File: config.mk
export PLATFORM = sky130hd
export DESIGN_NAME = mips
export DESIGN_NICKNAME = d
export VERILOG_FILES = /design/src/rtl/mips_pkg.sv /design/src/rtl/execute_stage.sv /design/src/rtl/fetch_decode.sv /design/src/rtl/forward_unit.sv /design/src/rtl/instr_decoder.sv /design/src/rtl/mem_writeback.sv /design/src/rtl/mips.sv /design/src/rtl/reg_file.sv
export VERILOG_INCLUDE_DIRS = /design/src /design/src/rtl
export SDC_FILE = /design/constraint.sdc
export NUM_CORES = 2
export LEC_CHECK = 0
export BUFFER_PORTS_ARGS = -buffer_cell sky130_fd_sc_hd__buf_2
export CORE_MARGIN = 10
export CORE_UTILIZATION = 57
export DETAILED_ROUTE_END_ITERATION = 10
export HOLD_SLACK_MARGIN = 0.05
export PLACE_DENSITY_LB_ADDON = 0.25
export SLEW_MARGIN = 20
export SYNTH_ARGS = -nofsm -noshare
export SYNTH_HDL_FRONTEND = slang
export SYNTH_SLANG_ARGS = --single-unit
File: constraint.sdc
create_clock -name clk -period 4.7 [get_ports clk]
set_input_delay 0.235 -clock clk [delete_from_list [all_inputs] [get_ports clk]]
set_output_delay 0.235 -clock clk [all_outputs]
set_load 0.01 [all_outputs]
File: src/rtl/mips_settings.svh
`ifndef MIPS_SETTINGS_SVH
`define MIPS_SETTINGS_SVH

// Primary opcodes
`define OP_SPECIAL 6'h00
`define OP_ADDIU   6'h09
`define OP_ORI     6'h0d
`define OP_LUI     6'h0f
`define OP_SW      6'h2b

// Function codes of the SPECIAL opcode
`define FN_ADDU    6'h21
`define FN_SUBU    6'h23
`define FN_AND     6'h24
`define FN_OR      6'h25
`define FN_SLT     6'h2a

// Word address of the first fetch
`define RESET_PC   30'd0

`define REG_ZERO   5'd0

`endif

File: src/rtl/mips_pkg.sv
package mips_pkg;

	// Data word and word address (byte address bits 31 to 2)
	typedef logic [31:0] word_t;
	typedef logic [31:2] pc_t;

	// Instruction fields
	typedef logic [4:0] reg_addr_t;
	typedef logic [5:0] opcode_t;
	typedef logic [5:0] funct_t;

	// ALU operations
	typedef enum logic [2:0] {
		alu_add,
		alu_sub,
		alu_and,
		alu_or,
		alu_slt,
		alu_lui
	} alu_op_t;

	// Source of an execute operand
	typedef enum logic [1:0] {
		fwd_from_reg,
		fwd_from_m,
		fwd_from_w
	} fwd_sel_t;

endpackage

File: src/rtl/execute_stage.sv
`timescale 1ns/1ps

module execute_stage (
	input  logic                clk,
	input  logic                rst_n,
	input  mips_pkg::alu_op_t   alu_op,
	input  logic                use_imm,
	input  logic                zero_ext,
	input  mips_pkg::reg_addr_t dest,
	input  logic                reg_write,
	input  logic                mem_write,
	input  mips_pkg::reg_addr_t rs,
	input  mips_pkg::reg_addr_t rt,
	input  logic [15:0]         imm,
	input  mips_pkg::word_t     rs_data,
	input  mips_pkg::word_t     rt_data,
	input  mips_pkg::fwd_sel_t  fwd_a,
	input  mips_pkg::fwd_sel_t  fwd_b,
	input  mips_pkg::word_t     m_result,
	input  mips_pkg::word_t     w_result,
	output mips_pkg::reg_addr_t e_rs,
	output mips_pkg::reg_addr_t e_rt,
	output mips_pkg::word_t     e_result,
	output mips_pkg::word_t     e_store_data,
	output mips_pkg::reg_addr_t e_dest,
	output logic                e_reg_write,
	output logic                e_mem_write
);
	mips_pkg::alu_op_t e_alu_op;
	logic              e_use_imm;
	logic              e_zero_ext;
	logic [15:0]       e_imm;
	mips_pkg::word_t   e_rs_data;
	mips_pkg::word_t   e_rt_data;
	mips_pkg::word_t   op_a;
	mips_pkg::word_t   op_b;
	mips_pkg::word_t   imm_ext;

	always_ff @(posedge clk) begin
		if (!rst_n) begin
			e_reg_write <= 1'b0;
			e_mem_write <= 1'b0;
		end else begin
			e_reg_write <= reg_write;
			e_mem_write <= mem_write;
		end
	end

	always_ff @(posedge clk) begin
		e_alu_op   <= alu_op;
		e_use_imm  <= use_imm;
		e_zero_ext <= zero_ext;
		e_dest     <= dest;
		e_rs       <= rs;
		e_rt       <= rt;
		e_imm      <= imm;
		e_rs_data  <= rs_data;
		e_rt_data  <= rt_data;
	end

	function automatic mips_pkg::word_t fwd_mux(input mips_pkg::fwd_sel_t sel,
			input mips_pkg::word_t reg_val);
		case (sel)
			mips_pkg::fwd_from_m: return m_result;
			mips_pkg::fwd_from_w: return w_result;
			default:              return reg_val;
		endcase
	endfunction

	always_comb begin
		op_a = fwd_mux(fwd_a, e_rs_data);
		// Store data is the forwarded rt, before the immediate select
		e_store_data = fwd_mux(fwd_b, e_rt_data);
		imm_ext = e_zero_ext ? {16'h0000, e_imm} : {{16{e_imm[15]}}, e_imm};
		op_b = e_use_imm ? imm_ext : e_store_data;
	end

	always_comb begin
		case (e_alu_op)
			mips_pkg::alu_sub: e_result = op_a - op_b;
			mips_pkg::alu_and: e_result = op_a & op_b;
			mips_pkg::alu_or:  e_result = op_a | op_b;
			mips_pkg::alu_slt: e_result = {31'd0, $signed(op_a) < $signed(op_b)};
			mips_pkg::alu_lui: e_result = {op_b[15:0], 16'h0000};
			default:           e_result = op_a + op_b;
		endcase
	end

endmodule

File: src/rtl/fetch_decode.sv
`timescale 1ns/1ps
`include "mips_settings.svh"

module fetch_decode (
	input  logic                clk,
	input  logic                rst_n,
	input  mips_pkg::word_t     instr,
	output mips_pkg::pc_t       pc_out,
	output mips_pkg::opcode_t   opcode,
	output mips_pkg::funct_t    funct,
	output mips_pkg::reg_addr_t rs,
	output mips_pkg::reg_addr_t rt,
	output mips_pkg::reg_addr_t rd,
	output logic [15:0]         imm
);
	mips_pkg::word_t instr_d;

	// PC only counts up, instr arrives in the same cycle as pc_out
	always_ff @(posedge clk) begin
		if (!rst_n) begin
			pc_out  <= `RESET_PC;
			instr_d <= '0;
		end else begin
			pc_out  <= pc_out + 30'd1;
			instr_d <= instr;
		end
	end

	// All-zero word is sll $0, which decodes to a no-op
	assign opcode = instr_d[31:26];
	assign rs     = instr_d[25:21];
	assign rt     = instr_d[20:16];
	assign rd     = instr_d[15:11];
	assign imm    = instr_d[15:0];
	assign funct  = instr_d[5:0];

	property p_pc_step;
		@(posedge clk) disable iff (!rst_n)
		$past(rst_n) |-> (pc_out == $past(pc_out) + 30'd1);
	endproperty

	a_pc_step: assert property (p_pc_step)
		else $error("pc_out did not advance by one word");

endmodule

File: src/rtl/forward_unit.sv
`timescale 1ns/1ps

module forward_unit (
	input  mips_pkg::reg_addr_t e_rs,
	input  mips_pkg::reg_addr_t e_rt,
	input  mips_pkg::reg_addr_t m_dest,
	input  logic                m_reg_write,
	input  mips_pkg::reg_addr_t w_dest,
	input  logic                w_reg_write,
	output mips_pkg::fwd_sel_t  fwd_a,
	output mips_pkg::fwd_sel_t  fwd_b
);

	// Younger result in M wins over W, register zero is never forwarded
	function automatic mips_pkg::fwd_sel_t pick(input mips_pkg::reg_addr_t src);
		if (m_reg_write && m_dest != 5'd0 && m_dest == src) begin
			return mips_pkg::fwd_from_m;
		end else if (w_reg_write && w_dest != 5'd0 && w_dest == src) begin
			return mips_pkg::fwd_from_w;
		end
		return mips_pkg::fwd_from_reg;
	endfunction

	always_comb begin
		fwd_a = pick(e_rs);
		fwd_b = pick(e_rt);
	end

endmodule

File: src/rtl/instr_decoder.sv
`timescale 1ns/1ps
`include "mips_settings.svh"

module instr_decoder (
	input  mips_pkg::opcode_t   opcode,
	input  mips_pkg::funct_t    funct,
	input  mips_pkg::reg_addr_t rt,
	input  mips_pkg::reg_addr_t rd,
	output mips_pkg::alu_op_t   alu_op,
	output logic                use_imm,
	output logic                zero_ext,
	output mips_pkg::reg_addr_t dest,
	output logic                reg_write,
	output logic                mem_write
);

	always_comb begin
		// Anything not listed falls through as a no-op
		alu_op    = mips_pkg::alu_add;
		use_imm   = 1'b0;
		zero_ext  = 1'b0;
		dest      = `REG_ZERO;
		reg_write = 1'b0;
		mem_write = 1'b0;
		case (opcode)
			`OP_SPECIAL: begin
				dest = rd;
				reg_write = 1'b1;
				case (funct)
					`FN_ADDU: alu_op = mips_pkg::alu_add;
					`FN_SUBU: alu_op = mips_pkg::alu_sub;
					`FN_AND:  alu_op = mips_pkg::alu_and;
					`FN_OR:   alu_op = mips_pkg::alu_or;
					`FN_SLT:  alu_op = mips_pkg::alu_slt;
					default: begin
						dest = `REG_ZERO;
						reg_write = 1'b0;
					end
				endcase
			end
			`OP_ADDIU: begin
				use_imm   = 1'b1;
				dest      = rt;
				reg_write = 1'b1;
			end
			`OP_ORI: begin
				alu_op    = mips_pkg::alu_or;
				use_imm   = 1'b1;
				zero_ext  = 1'b1;
				dest      = rt;
				reg_write = 1'b1;
			end
			`OP_LUI: begin
				alu_op    = mips_pkg::alu_lui;
				use_imm   = 1'b1;
				zero_ext  = 1'b1;
				dest      = rt;
				reg_write = 1'b1;
			end
			// Address is base plus sign-extended offset, rt only feeds the bus
			`OP_SW: begin
				use_imm   = 1'b1;
				mem_write = 1'b1;
			end
			default: ;
		endcase
	end

endmodule

File: src/rtl/mem_writeback.sv
`timescale 1ns/1ps

module mem_writeback (
	input  logic                clk,
	input  logic                rst_n,
	input  mips_pkg::word_t     e_result,
	input  mips_pkg::word_t     e_store_data,
	input  mips_pkg::reg_addr_t e_dest,
	input  logic                e_reg_write,
	input  logic                e_mem_write,
	output mips_pkg::reg_addr_t m_dest,
	output logic                m_reg_write,
	output mips_pkg::word_t     m_result,
	output mips_pkg::reg_addr_t w_dest,
	output logic                w_reg_write,
	output mips_pkg::word_t     w_result,
	output logic                wb_we,
	output mips_pkg::reg_addr_t wb_addr,
	output mips_pkg::word_t     wb_data,
	output mips_pkg::pc_t       CPUAddr,
	output mips_pkg::word_t     CPUOut,
	output logic                IOWe
);
	logic            m_mem_write;
	mips_pkg::word_t m_store_data;

	always_ff @(posedge clk) begin
		if (!rst_n) begin
			m_reg_write <= 1'b0;
			m_mem_write <= 1'b0;
			w_reg_write <= 1'b0;
		end else begin
			m_reg_write <= e_reg_write;
			m_mem_write <= e_mem_write;
			w_reg_write <= m_reg_write;
		end
	end

	always_ff @(posedge clk) begin
		m_result     <= e_result;
		m_store_data <= e_store_data;
		m_dest       <= e_dest;
		w_result     <= m_result;
		w_dest       <= m_dest;
	end

	// Store bus is driven straight from the M register
	assign CPUAddr = m_result[31:2];
	assign CPUOut  = m_store_data;
	assign IOWe    = m_mem_write;

	assign wb_we   = w_reg_write;
	assign wb_addr = w_dest;
	assign wb_data = w_result;

	// Back-to-back pulses are only legal when a new store came out of E
	a_iowe_once: assert property (
		@(posedge clk) disable iff (!rst_n)
		IOWe |-> $past(e_mem_write)
	) else $error("IOWe held without a new store from E");

endmodule

File: src/rtl/mips.sv
`timescale 1ns/1ps

module mips (
	input  logic            clk,
	input  logic            rst_n,
	input  mips_pkg::word_t instr,
	output mips_pkg::pc_t   pc_out,
	output mips_pkg::pc_t   CPUAddr,
	output mips_pkg::word_t CPUOut,
	output logic            IOWe
);
	// D stage fields
	mips_pkg::opcode_t   opcode;
	mips_pkg::funct_t    funct;
	mips_pkg::reg_addr_t rs;
	mips_pkg::reg_addr_t rt;
	mips_pkg::reg_addr_t rd;
	logic [15:0]         imm;

	// Decoded controls
	mips_pkg::alu_op_t   alu_op;
	logic                use_imm;
	logic                zero_ext;
	mips_pkg::reg_addr_t dest;
	logic                reg_write;
	logic                mem_write;
	mips_pkg::word_t     rs_data;
	mips_pkg::word_t     rt_data;

	// E stage
	mips_pkg::reg_addr_t e_rs;
	mips_pkg::reg_addr_t e_rt;
	mips_pkg::word_t     e_result;
	mips_pkg::word_t     e_store_data;
	mips_pkg::reg_addr_t e_dest;
	logic                e_reg_write;
	logic                e_mem_write;
	mips_pkg::fwd_sel_t  fwd_a;
	mips_pkg::fwd_sel_t  fwd_b;

	// M and W stages
	mips_pkg::reg_addr_t m_dest;
	logic                m_reg_write;
	mips_pkg::word_t     m_result;
	mips_pkg::reg_addr_t w_dest;
	logic                w_reg_write;
	mips_pkg::word_t     w_result;
	logic                wb_we;
	mips_pkg::reg_addr_t wb_addr;
	mips_pkg::word_t     wb_data;

	fetch_decode fetch_decode_inst (
		.clk(clk), .rst_n(rst_n), .instr(instr), .pc_out(pc_out),
		.opcode(opcode), .funct(funct), .rs(rs), .rt(rt), .rd(rd), .imm(imm)
	);

	instr_decoder instr_decoder_inst (
		.opcode(opcode), .funct(funct), .rt(rt), .rd(rd),
		.alu_op(alu_op), .use_imm(use_imm), .zero_ext(zero_ext), .dest(dest),
		.reg_write(reg_write), .mem_write(mem_write)
	);

	reg_file reg_file_inst (
		.clk(clk), .rst_n(rst_n), .rs(rs), .rt(rt),
		.wb_we(wb_we), .wb_addr(wb_addr), .wb_data(wb_data),
		.rs_data(rs_data), .rt_data(rt_data)
	);

	forward_unit forward_unit_inst (
		.e_rs(e_rs), .e_rt(e_rt),
		.m_dest(m_dest), .m_reg_write(m_reg_write),
		.w_dest(w_dest), .w_reg_write(w_reg_write),
		.fwd_a(fwd_a), .fwd_b(fwd_b)
	);

	execute_stage execute_stage_inst (
		.clk(clk), .rst_n(rst_n),
		.alu_op(alu_op), .use_imm(use_imm), .zero_ext(zero_ext), .dest(dest),
		.reg_write(reg_write), .mem_write(mem_write),
		.rs(rs), .rt(rt), .imm(imm), .rs_data(rs_data), .rt_data(rt_data),
		.fwd_a(fwd_a), .fwd_b(fwd_b), .m_result(m_result), .w_result(w_result),
		.e_rs(e_rs), .e_rt(e_rt), .e_result(e_result), .e_store_data(e_store_data),
		.e_dest(e_dest), .e_reg_write(e_reg_write), .e_mem_write(e_mem_write)
	);

	mem_writeback mem_writeback_inst (
		.clk(clk), .rst_n(rst_n),
		.e_result(e_result), .e_store_data(e_store_data), .e_dest(e_dest),
		.e_reg_write(e_reg_write), .e_mem_write(e_mem_write),
		.m_dest(m_dest), .m_reg_write(m_reg_write), .m_result(m_result),
		.w_dest(w_dest), .w_reg_write(w_reg_write), .w_result(w_result),
		.wb_we(wb_we), .wb_addr(wb_addr), .wb_data(wb_data),
		.CPUAddr(CPUAddr), .CPUOut(CPUOut), .IOWe(IOWe)
	);

endmodule

File: src/rtl/reg_file.sv
`timescale 1ns/1ps

module reg_file (
	input  logic                clk,
	input  logic                rst_n,
	input  mips_pkg::reg_addr_t rs,
	input  mips_pkg::reg_addr_t rt,
	input  logic                wb_we,
	input  mips_pkg::reg_addr_t wb_addr,
	input  mips_pkg::word_t     wb_data,
	output mips_pkg::word_t     rs_data,
	output mips_pkg::word_t     rt_data
);
	mips_pkg::word_t regs [32];

	// Register zero is cleared by reset and never written afterwards
	always_ff @(posedge clk) begin
		if (!rst_n) begin
			regs[0] <= '0;
		end else if (wb_we && wb_addr != 5'd0) begin
			regs[wb_addr] <= wb_data;
		end
	end

	// A read of the register being written returns the new data
	function automatic mips_pkg::word_t read_port(input mips_pkg::reg_addr_t addr);
		if (wb_we && addr != 5'd0 && wb_addr == addr) begin
			return wb_data;
		end
		return regs[addr];
	endfunction

	always_comb begin
		rs_data = read_port(rs);
		rt_data = read_port(rt);
	end

	a_zero_reads_zero: assert property (
		@(posedge clk) disable iff (!rst_n)
		(rs != 5'd0 || rs_data == '0) && (rt != 5'd0 || rt_data == '0)
	) else $error("register zero read back nonzero");

endmodule

Word-level counts from Yosys, hierarchy flattened
Memory sizes are Yosys's and may differ from the RTL's. A register that Yosys moved wholly into a read port is not among the register bits.
Index checks and enable logic that the tools add are counted.
{ "op_classes": {"n_reduce_logical": 20, "addsub": 3, "magnitude_cmp": 1, "n_eq_ne": 24, "mux": 39, "n_bitwise": 2} }
{ "op_table": {"columns": ["operator", "n"], "rows": [
  ["2-to-1 mux 32 bit", 7],
  ["one-hot mux 32 bit (5 select lines)", 1],
  ["one-hot mux 32 bit (2 select lines)", 2],
  ["equality test 6 bit (second input constant)", 6],
  ["adder 32 bit", 1],
  ["bitwise AND 32 bit", 1],
  ["< comparator 32 bit", 1],
  ["bitwise OR 32 bit", 1],
  ["OR reduction 32 bit", 1],
  ["subtractor 32 bit", 1],
  ["adder 30 x 1 -> 30 bit (second input constant)", 1],
  ["equality test 5 bit", 6],
  ["2-to-1 mux 5 bit", 4],
  ["nonzero test 5 bit", 4],
  ["equality test 6 x 4 -> 1 bit (second input constant)", 3],
  ["2-to-1 mux 1 bit", 15],
  ["2-to-1 mux 2 bit", 6],
  ["one-hot mux 3 bit (4 select lines)", 1],
  ["logical AND 1 bit", 10],
  ["one-hot mux 5 bit (2 select lines)", 1],
  ["one-hot mux 3 bit (3 select lines)", 1],
  ["equality test 3 x 2 -> 1 bit (second input constant)", 2],
  ["equality test 3 bit (second input constant)", 2],
  ["logical NOT 6 bit", 1],
  ["8 further kinds", 10]
]} }
{ "word_totals": {"input_bits": 34, "mem_count": 1, "mem_bits_rw": 1024, "regBits": 273, "elab_cells": 111} }
{ "mem_list": {"columns": ["name", "depth", "word_bits", "rd", "rd_ports_with_merged_regs", "write_ports", "line_no", "source"], "rows": [
  ["reg_file_inst.regs", 32, 32, 2, 2, 1, "reg_file.sv:14", "mips_pkg::word_t regs [32];"]
]} }

Longest topological paths before layout
{ "logic_depth": {"depth_word": 11, "mapped_depth": 24} }

Modules after synthesis
Synthesis repeated with hierarchy kept, for this count alone.
{ "hier_totals": {"hier_cells": 4172, "hier_area_um2": 63216.9} }
{ "modules_own_cells": {"columns": ["mod", "seq_area_each_um2", "area_per_inst_um2", "n_inst", "cells_per_inst"], "rows": [
  ["reg_file", 30749.5, 48502.8, 1, 2457],
  ["execute_stage", 2042.0, 9147.5, 1, 1225],
  ["mem_writeback", 2182.1, 2711.4, 1, 180],
  ["fetch_decode", 1241.2, 2373.5, 1, 249],
  ["forward_unit", 0.0, 257.7, 1, 34],
  ["instr_decoder", 0.0, 224.0, 1, 27]
]} }

Least setup slack after synthesis
Ideal clock, no wire load.
{ "synth_timing": {"kind": "flip-flop to flip-flop", "start": "reg mem_writeback_inst.w_dest[3]", "end": "reg mem_writeback_inst.m_result[30]", "setup_slack_ns": -0.366, "n_path_buf": 4, "required_ns": 4.585, "stages_incl_launch_ff": 24, "arrival_ns": 4.952, "setup_time_ns": 0.115, "path_cell_list": "dfxtp_1 -> buf_6 -> or3_4 -> o31a_1 -> and3_1 -> buf_6 -> buf_6 -> buf_2 -> mux2i_1 -> o21ai_1 -> mux2i_1 -> inv_1 -> ha_1 -> fa_1 -> nor3b_1 -> a211oi_1 -> o41ai_1 -> a221o_1 -> a21oi_1 -> o31ai_1 -> a311oi_1 -> a211o_1 -> a21oi_1 -> o21a_1"} }
{ "synth_between": {"elab_chain_len": 11, "elab_cells_between_ends": 24, "cone_classes": "add/sub: 2; eq/ne: 6; mux: 10; bitwise: 2; reduce/logical: 4"} }
{ "synth_rtl": {"columns": ["element", "line_no", "source"], "rows": [
  ["from (decl)", "mem_writeback.sv:14", "output mips_pkg::reg_addr_t w_dest,"],
  ["from (signal assigned)", "mem_writeback.sv:44", "w_dest <= m_dest;"],
  ["nonzero test 5 bit", "forward_unit.sv:18", "end else if (w_reg_write && w_dest != 5'd0 && w_dest == src) begin"],
  ["logical AND 1 bit", "forward_unit.sv:18", null],
  ["logical AND 1 bit (*)", "forward_unit.sv:18", null],
  ["2-to-1 mux 1 bit (*)", "forward_unit.sv:18", null],
  ["2-to-1 mux 1 bit (*)", "forward_unit.sv:16", "if (m_reg_write && m_dest != 5'd0 && m_dest == src) begin"],
  ["2-to-1 mux 2 bit (*)", "forward_unit.sv:21", "return mips_pkg::fwd_from_reg;"],
  ["equality test 2 bit / equality test 2 x 1 -> 1 bit (equally long branches)", "execute_stage.sv:63", "case (sel)"],
  ["one-hot mux 32 bit (2 select lines) (*)", "execute_stage.sv:63", null],
  ["net e_store_data[0]", "mips.sv:34", "mips_pkg::word_t e_store_data;"],
  ["2-to-1 mux 32 bit (*)", "execute_stage.sv:75", "op_b = e_use_imm ? imm_ext : e_store_data;"],
  ["adder 32 bit / subtractor 32 bit (equally long branches)", "execute_stage.sv:85, execute_stage.sv:80", null],
  ["one-hot mux 32 bit (5 select lines) (*)", "execute_stage.sv:79", "case (e_alu_op)"],
  ["net e_result[30]", "mips.sv:33", "mips_pkg::word_t e_result;"],
  ["to (signal assigned)", "mem_writeback.sv:40", "m_result <= e_result;"],
  ["to (decl)", "mem_writeback.sv:13", "output mips_pkg::word_t m_result,"]
]} }
The timed path passes the listed nets; every way through them passes the cells marked *.
A chain may end at the register's enable or synchronous reset.

Final worst setup path
{ "layout_timing": {"start": "reg mem_writeback_inst.w_dest[2]", "end": "reg mem_writeback_inst.m_result[18]"} }
The elaborated chain is that of the path after synthesis.

==> summary.txt <==
Clock buffer count from CTS: 137
Clk slew on worst S/H paths: 70 ps
Post-synthesis sequential area ratio: 59.0%
Area of the multi-input gates: 24400 µm²
Worst setup path end: mem_writeback_inst.m_result[18]
ANT cells: 0
Crit path max fanout: 5
Seq pwr share: 48.0%
Arrival time worst endpoint: 5370 ps
Critical path startpoint: mem_writeback_inst.w_dest[2]
Slew margin rel.: 29.1%
Clock Tree Root: clkbuf_16
FF+latch count, synth: 1297
Startpoint Class: flip-flop
Setup violators final: 0
Max Cap Viol: 0
Nets@finish: 4326
Post-synth top area share: 50.1%
Synth Cell Area: 61400 µm²
Worst Hold Launch: rst_n
Hold Path Class: primary input to flip-flop
HPWL after DPL: 114 mm
CTS H-Tree Depth: 4
CP Class: flip-flop to flip-flop
Worst Clk Skew: 34.4 ps
RePlAce Congestion: 0.962
Routed wire length: 188 mm
Crit. End Element: flip-flop
Flip-flop and latch area: 36300 µm²
# fillers: 7078
Number of synthesized flops with an enable pin: 1024
Fin. Hold Viols: 0
Tot GR Track Use: 30.5%
# rows: 120
IO Count: 127
Worst slew pin tran: 1060 ps
CTS tree: built
Most frequent cells in the layout: 1024 x edfxtp_1, 562 x mux4_2, 286 x buf_4
Final critical-path setup slack: 14.0 ps
Final ANT Viol Nets: 0
Dominant cells by area after synthesis: edfxtp_1 50%, mux4_2 21%, dfxtp_1 8.9%
DR iter-0 viols: 5105
Switching share of total power: 24.7%
Pwr dens: 375 nW/µm²
Die width: 348 µm
Cell count of the worst reg-to-reg path: 21
Worst EP required: 5390 ps
Via count: 39400
CTS sink count: 1297
Synth warn: 0
RSZ-0062 raised after global routing: yes
Net count of the mapped netlist: 3994
Die footprint: 121000 µm²
Achievable Freq: 0.213 GHz
Vias per inst: 6.91
Leak Pwr: 21.0 nW
Clock power frac: 41.4%
Layout area overhead: 16.4%
GR Overflow Total: 0
R2R setup slack: 10 ps
Vias in the first global route: 39000
Post-synth top area cell: edfxtp_1
Avg Inst Size Synth: 15.9 µm²
Chip Height: 348 µm
Starting Density: 57.4%
Main synth FF type: edfxtp_1
Final Max Slew Viols: 0
Commonest non-fill, non-tap cell in the layout: edfxtp_1
Final core occ: 66.8%
Core box area: 107000 µm²
Initial antenna violation count: 6
Period minus WS final: 4690 ps
Combinational power share: 10.7%
Skew-Pair Late Insertion Delay: 770 ps
Drt first pass iters: 5
Routed len/inst: 32.9 µm
VDD IR max: 0.000380 V
Layout cell share with drive strength beyond 1: 33.3%
Number of port buffers: 126
Status: complete, no violations
Fin crit share: 99.7%
Power Internal: 20.2 mW
Post-synth ARST share: 0%
First-pass GRT wire length: 270 mm
Min Hold Slack: 95.2 ps
Unique masters post-synth: 86
Pin count of the biggest net entering global routing: 81
Net Sw Power: 6.63 mW
Pwr Total: 26.8 mW
DRC: 0
Reg2Reg Capture Point: mem_writeback_inst.m_result[18]
Post-Syn Instances: 3861
Reg2reg start: mem_writeback_inst.w_dest[2]
Final TNS setup: 0 ps
Clk buf depth: 3
DP Worst Slack: -262 ps
-- cell usage after synthesis (30+ instances only) --
master / count
nand2_1: 219
mux4_2: 562
o21ai_0: 152
buf_4: 30
clkbuf_1: 178
nand3_1: 35
and3_1: 38
mux2i_1: 204
a221oi_1: 32
nor2_1: 142
mux2_2: 32
o22ai_1: 54
a21oi_1: 128
and2_1: 46
ha_1: 97
edfxtp_1: 1024
inv_1: 102
nor3_1: 36
dfxtp_1: 273
xor2_1: 34
o21ai_1: 32
buf_1: 69
-- routing by layer --
metal  track usage (%)  wire length, µm  up-vias  share of wire, %
li1                  -                -    16200                 -
met1              40.1            67100    20100                36
met2              47.9            88300     2582                47
met3              7.91            22700      517                12
met4              14.0             9470        6               5.0
met5                 0               41        -             0.022
-- state kept, by name (all words and copies together) (netlist names) --
name / flops
execute_stage_inst.e_use_imm: 1
execute_stage_inst.e_rs: 5
fetch_decode_inst.pc_out: 30
execute_stage_inst.e_rs_data: 32
mem_writeback_inst.CPUOut: 32
execute_stage_inst.e_rt_data: 32
mem_writeback_inst.m_dest: 5
execute_stage_inst.e_mem_write: 1
mem_writeback_inst.IOWe: 1
execute_stage_inst.e_zero_ext: 1
mem_writeback_inst.m_reg_write: 1
execute_stage_inst.e_alu_op: 3
execute_stage_inst.e_rt: 5
reg_file_inst.regs: 1024
execute_stage_inst.e_dest: 5
fetch_decode_inst.instr_d: 32
execute_stage_inst.e_imm: 16
mem_writeback_inst.w_reg_write: 1
mem_writeback_inst.m_result: 32
mem_writeback_inst.w_dest: 5
execute_stage_inst.e_reg_write: 1
mem_writeback_inst.w_result: 32
-- critical path: stages, from the launching register on --
cell and delay, ps:
dfxtp_1 310, or3_4 390, o31a_4 340, and3_4 240, mux2i_1 130, o21ai_1 220, mux2i_1 140, inv_1 140
ha_2 200, inv_1 60, fa_2 380, a21oi_4 170, o21ai_2 110, a31oi_4 220, o21bai_1 110, o41a_1 420
a31o_2 240, xnor2_1 160, a21boi_2 190, buf_4 130, o32ai_1 50, a211oi_1 230
-- power groups by stage --
stage	registers [mW]	logic (mW)	clock network [mW]
2_1_floorplan	12.8	1.63	0
3_3_place_gp	13.1	2.60	0
3_5_place_dp	13.1	2.60	0
4_1_cts	12.8	2.67	11.2
5_1_grt	12.9	3.03	11.6
6_report	12.9	2.85	11.1
-- how the worst min path moves through the flow --
| stage | end | slack [ps] | cells past startpoint |
|---|---|---|---|
| 2_1_floorplan | execute_stage_inst.e_imm[10] | 310 | 0 |
| 3_3_place_gp | execute_stage_inst.e_imm[10] | 310 | 0 |
| 3_5_place_dp | execute_stage_inst.e_imm[8] | 310 | 0 |
| 4_1_cts | fetch_decode_inst.instr_d[1] | 50 | 2 |
| 5_1_grt | fetch_decode_inst.instr_d[1] | 110 | 2 |
| 6_report | fetch_decode_inst.instr_d[1] | 100 | 2 |
-- kinds of logic (layout without fill, tap and decap cells) --
logic type	count (synthesis)	count (layout)	share of synthesized area, %
simple gates	611	611	4.68
flops	1297	1297	59.0
xor+xnor	57	57	0.813
mux	801	801	24.6
fa+ha+maj	99	99	2.04
buf+inv	408	851	2.76
compound gates	588	588	6.13
-- layout make-up --
class,instances,share of cell area (%)
inverters,104,0.548
repair buffers,497,5.73
clock inverters,65,1.02
multi-input cells,2156,34.1
well taps,1403,2.46
clock buffers,185,5.41
flip-flops and latches,1297,50.7
-- per-stage QoR --
stage / area, µm² / instances
finish: 71500 / 5707
global route: 71500 / 5707
CTS: 70900 / 5687
global placement: 65800 / 5404
detailed placement: 65800 / 5404
floorplan: 61500 / 3861
-- timing repair --
item	in CTS	in global routing
buffers inserted	0	18
endpoints found under the hold margin	32	0
pin swaps	7	47
resized for setup	26	105
cloned	0	1
setup endpoints to repair	14	20
hold buffers	33	0
(Power assumes the default switching activity.)
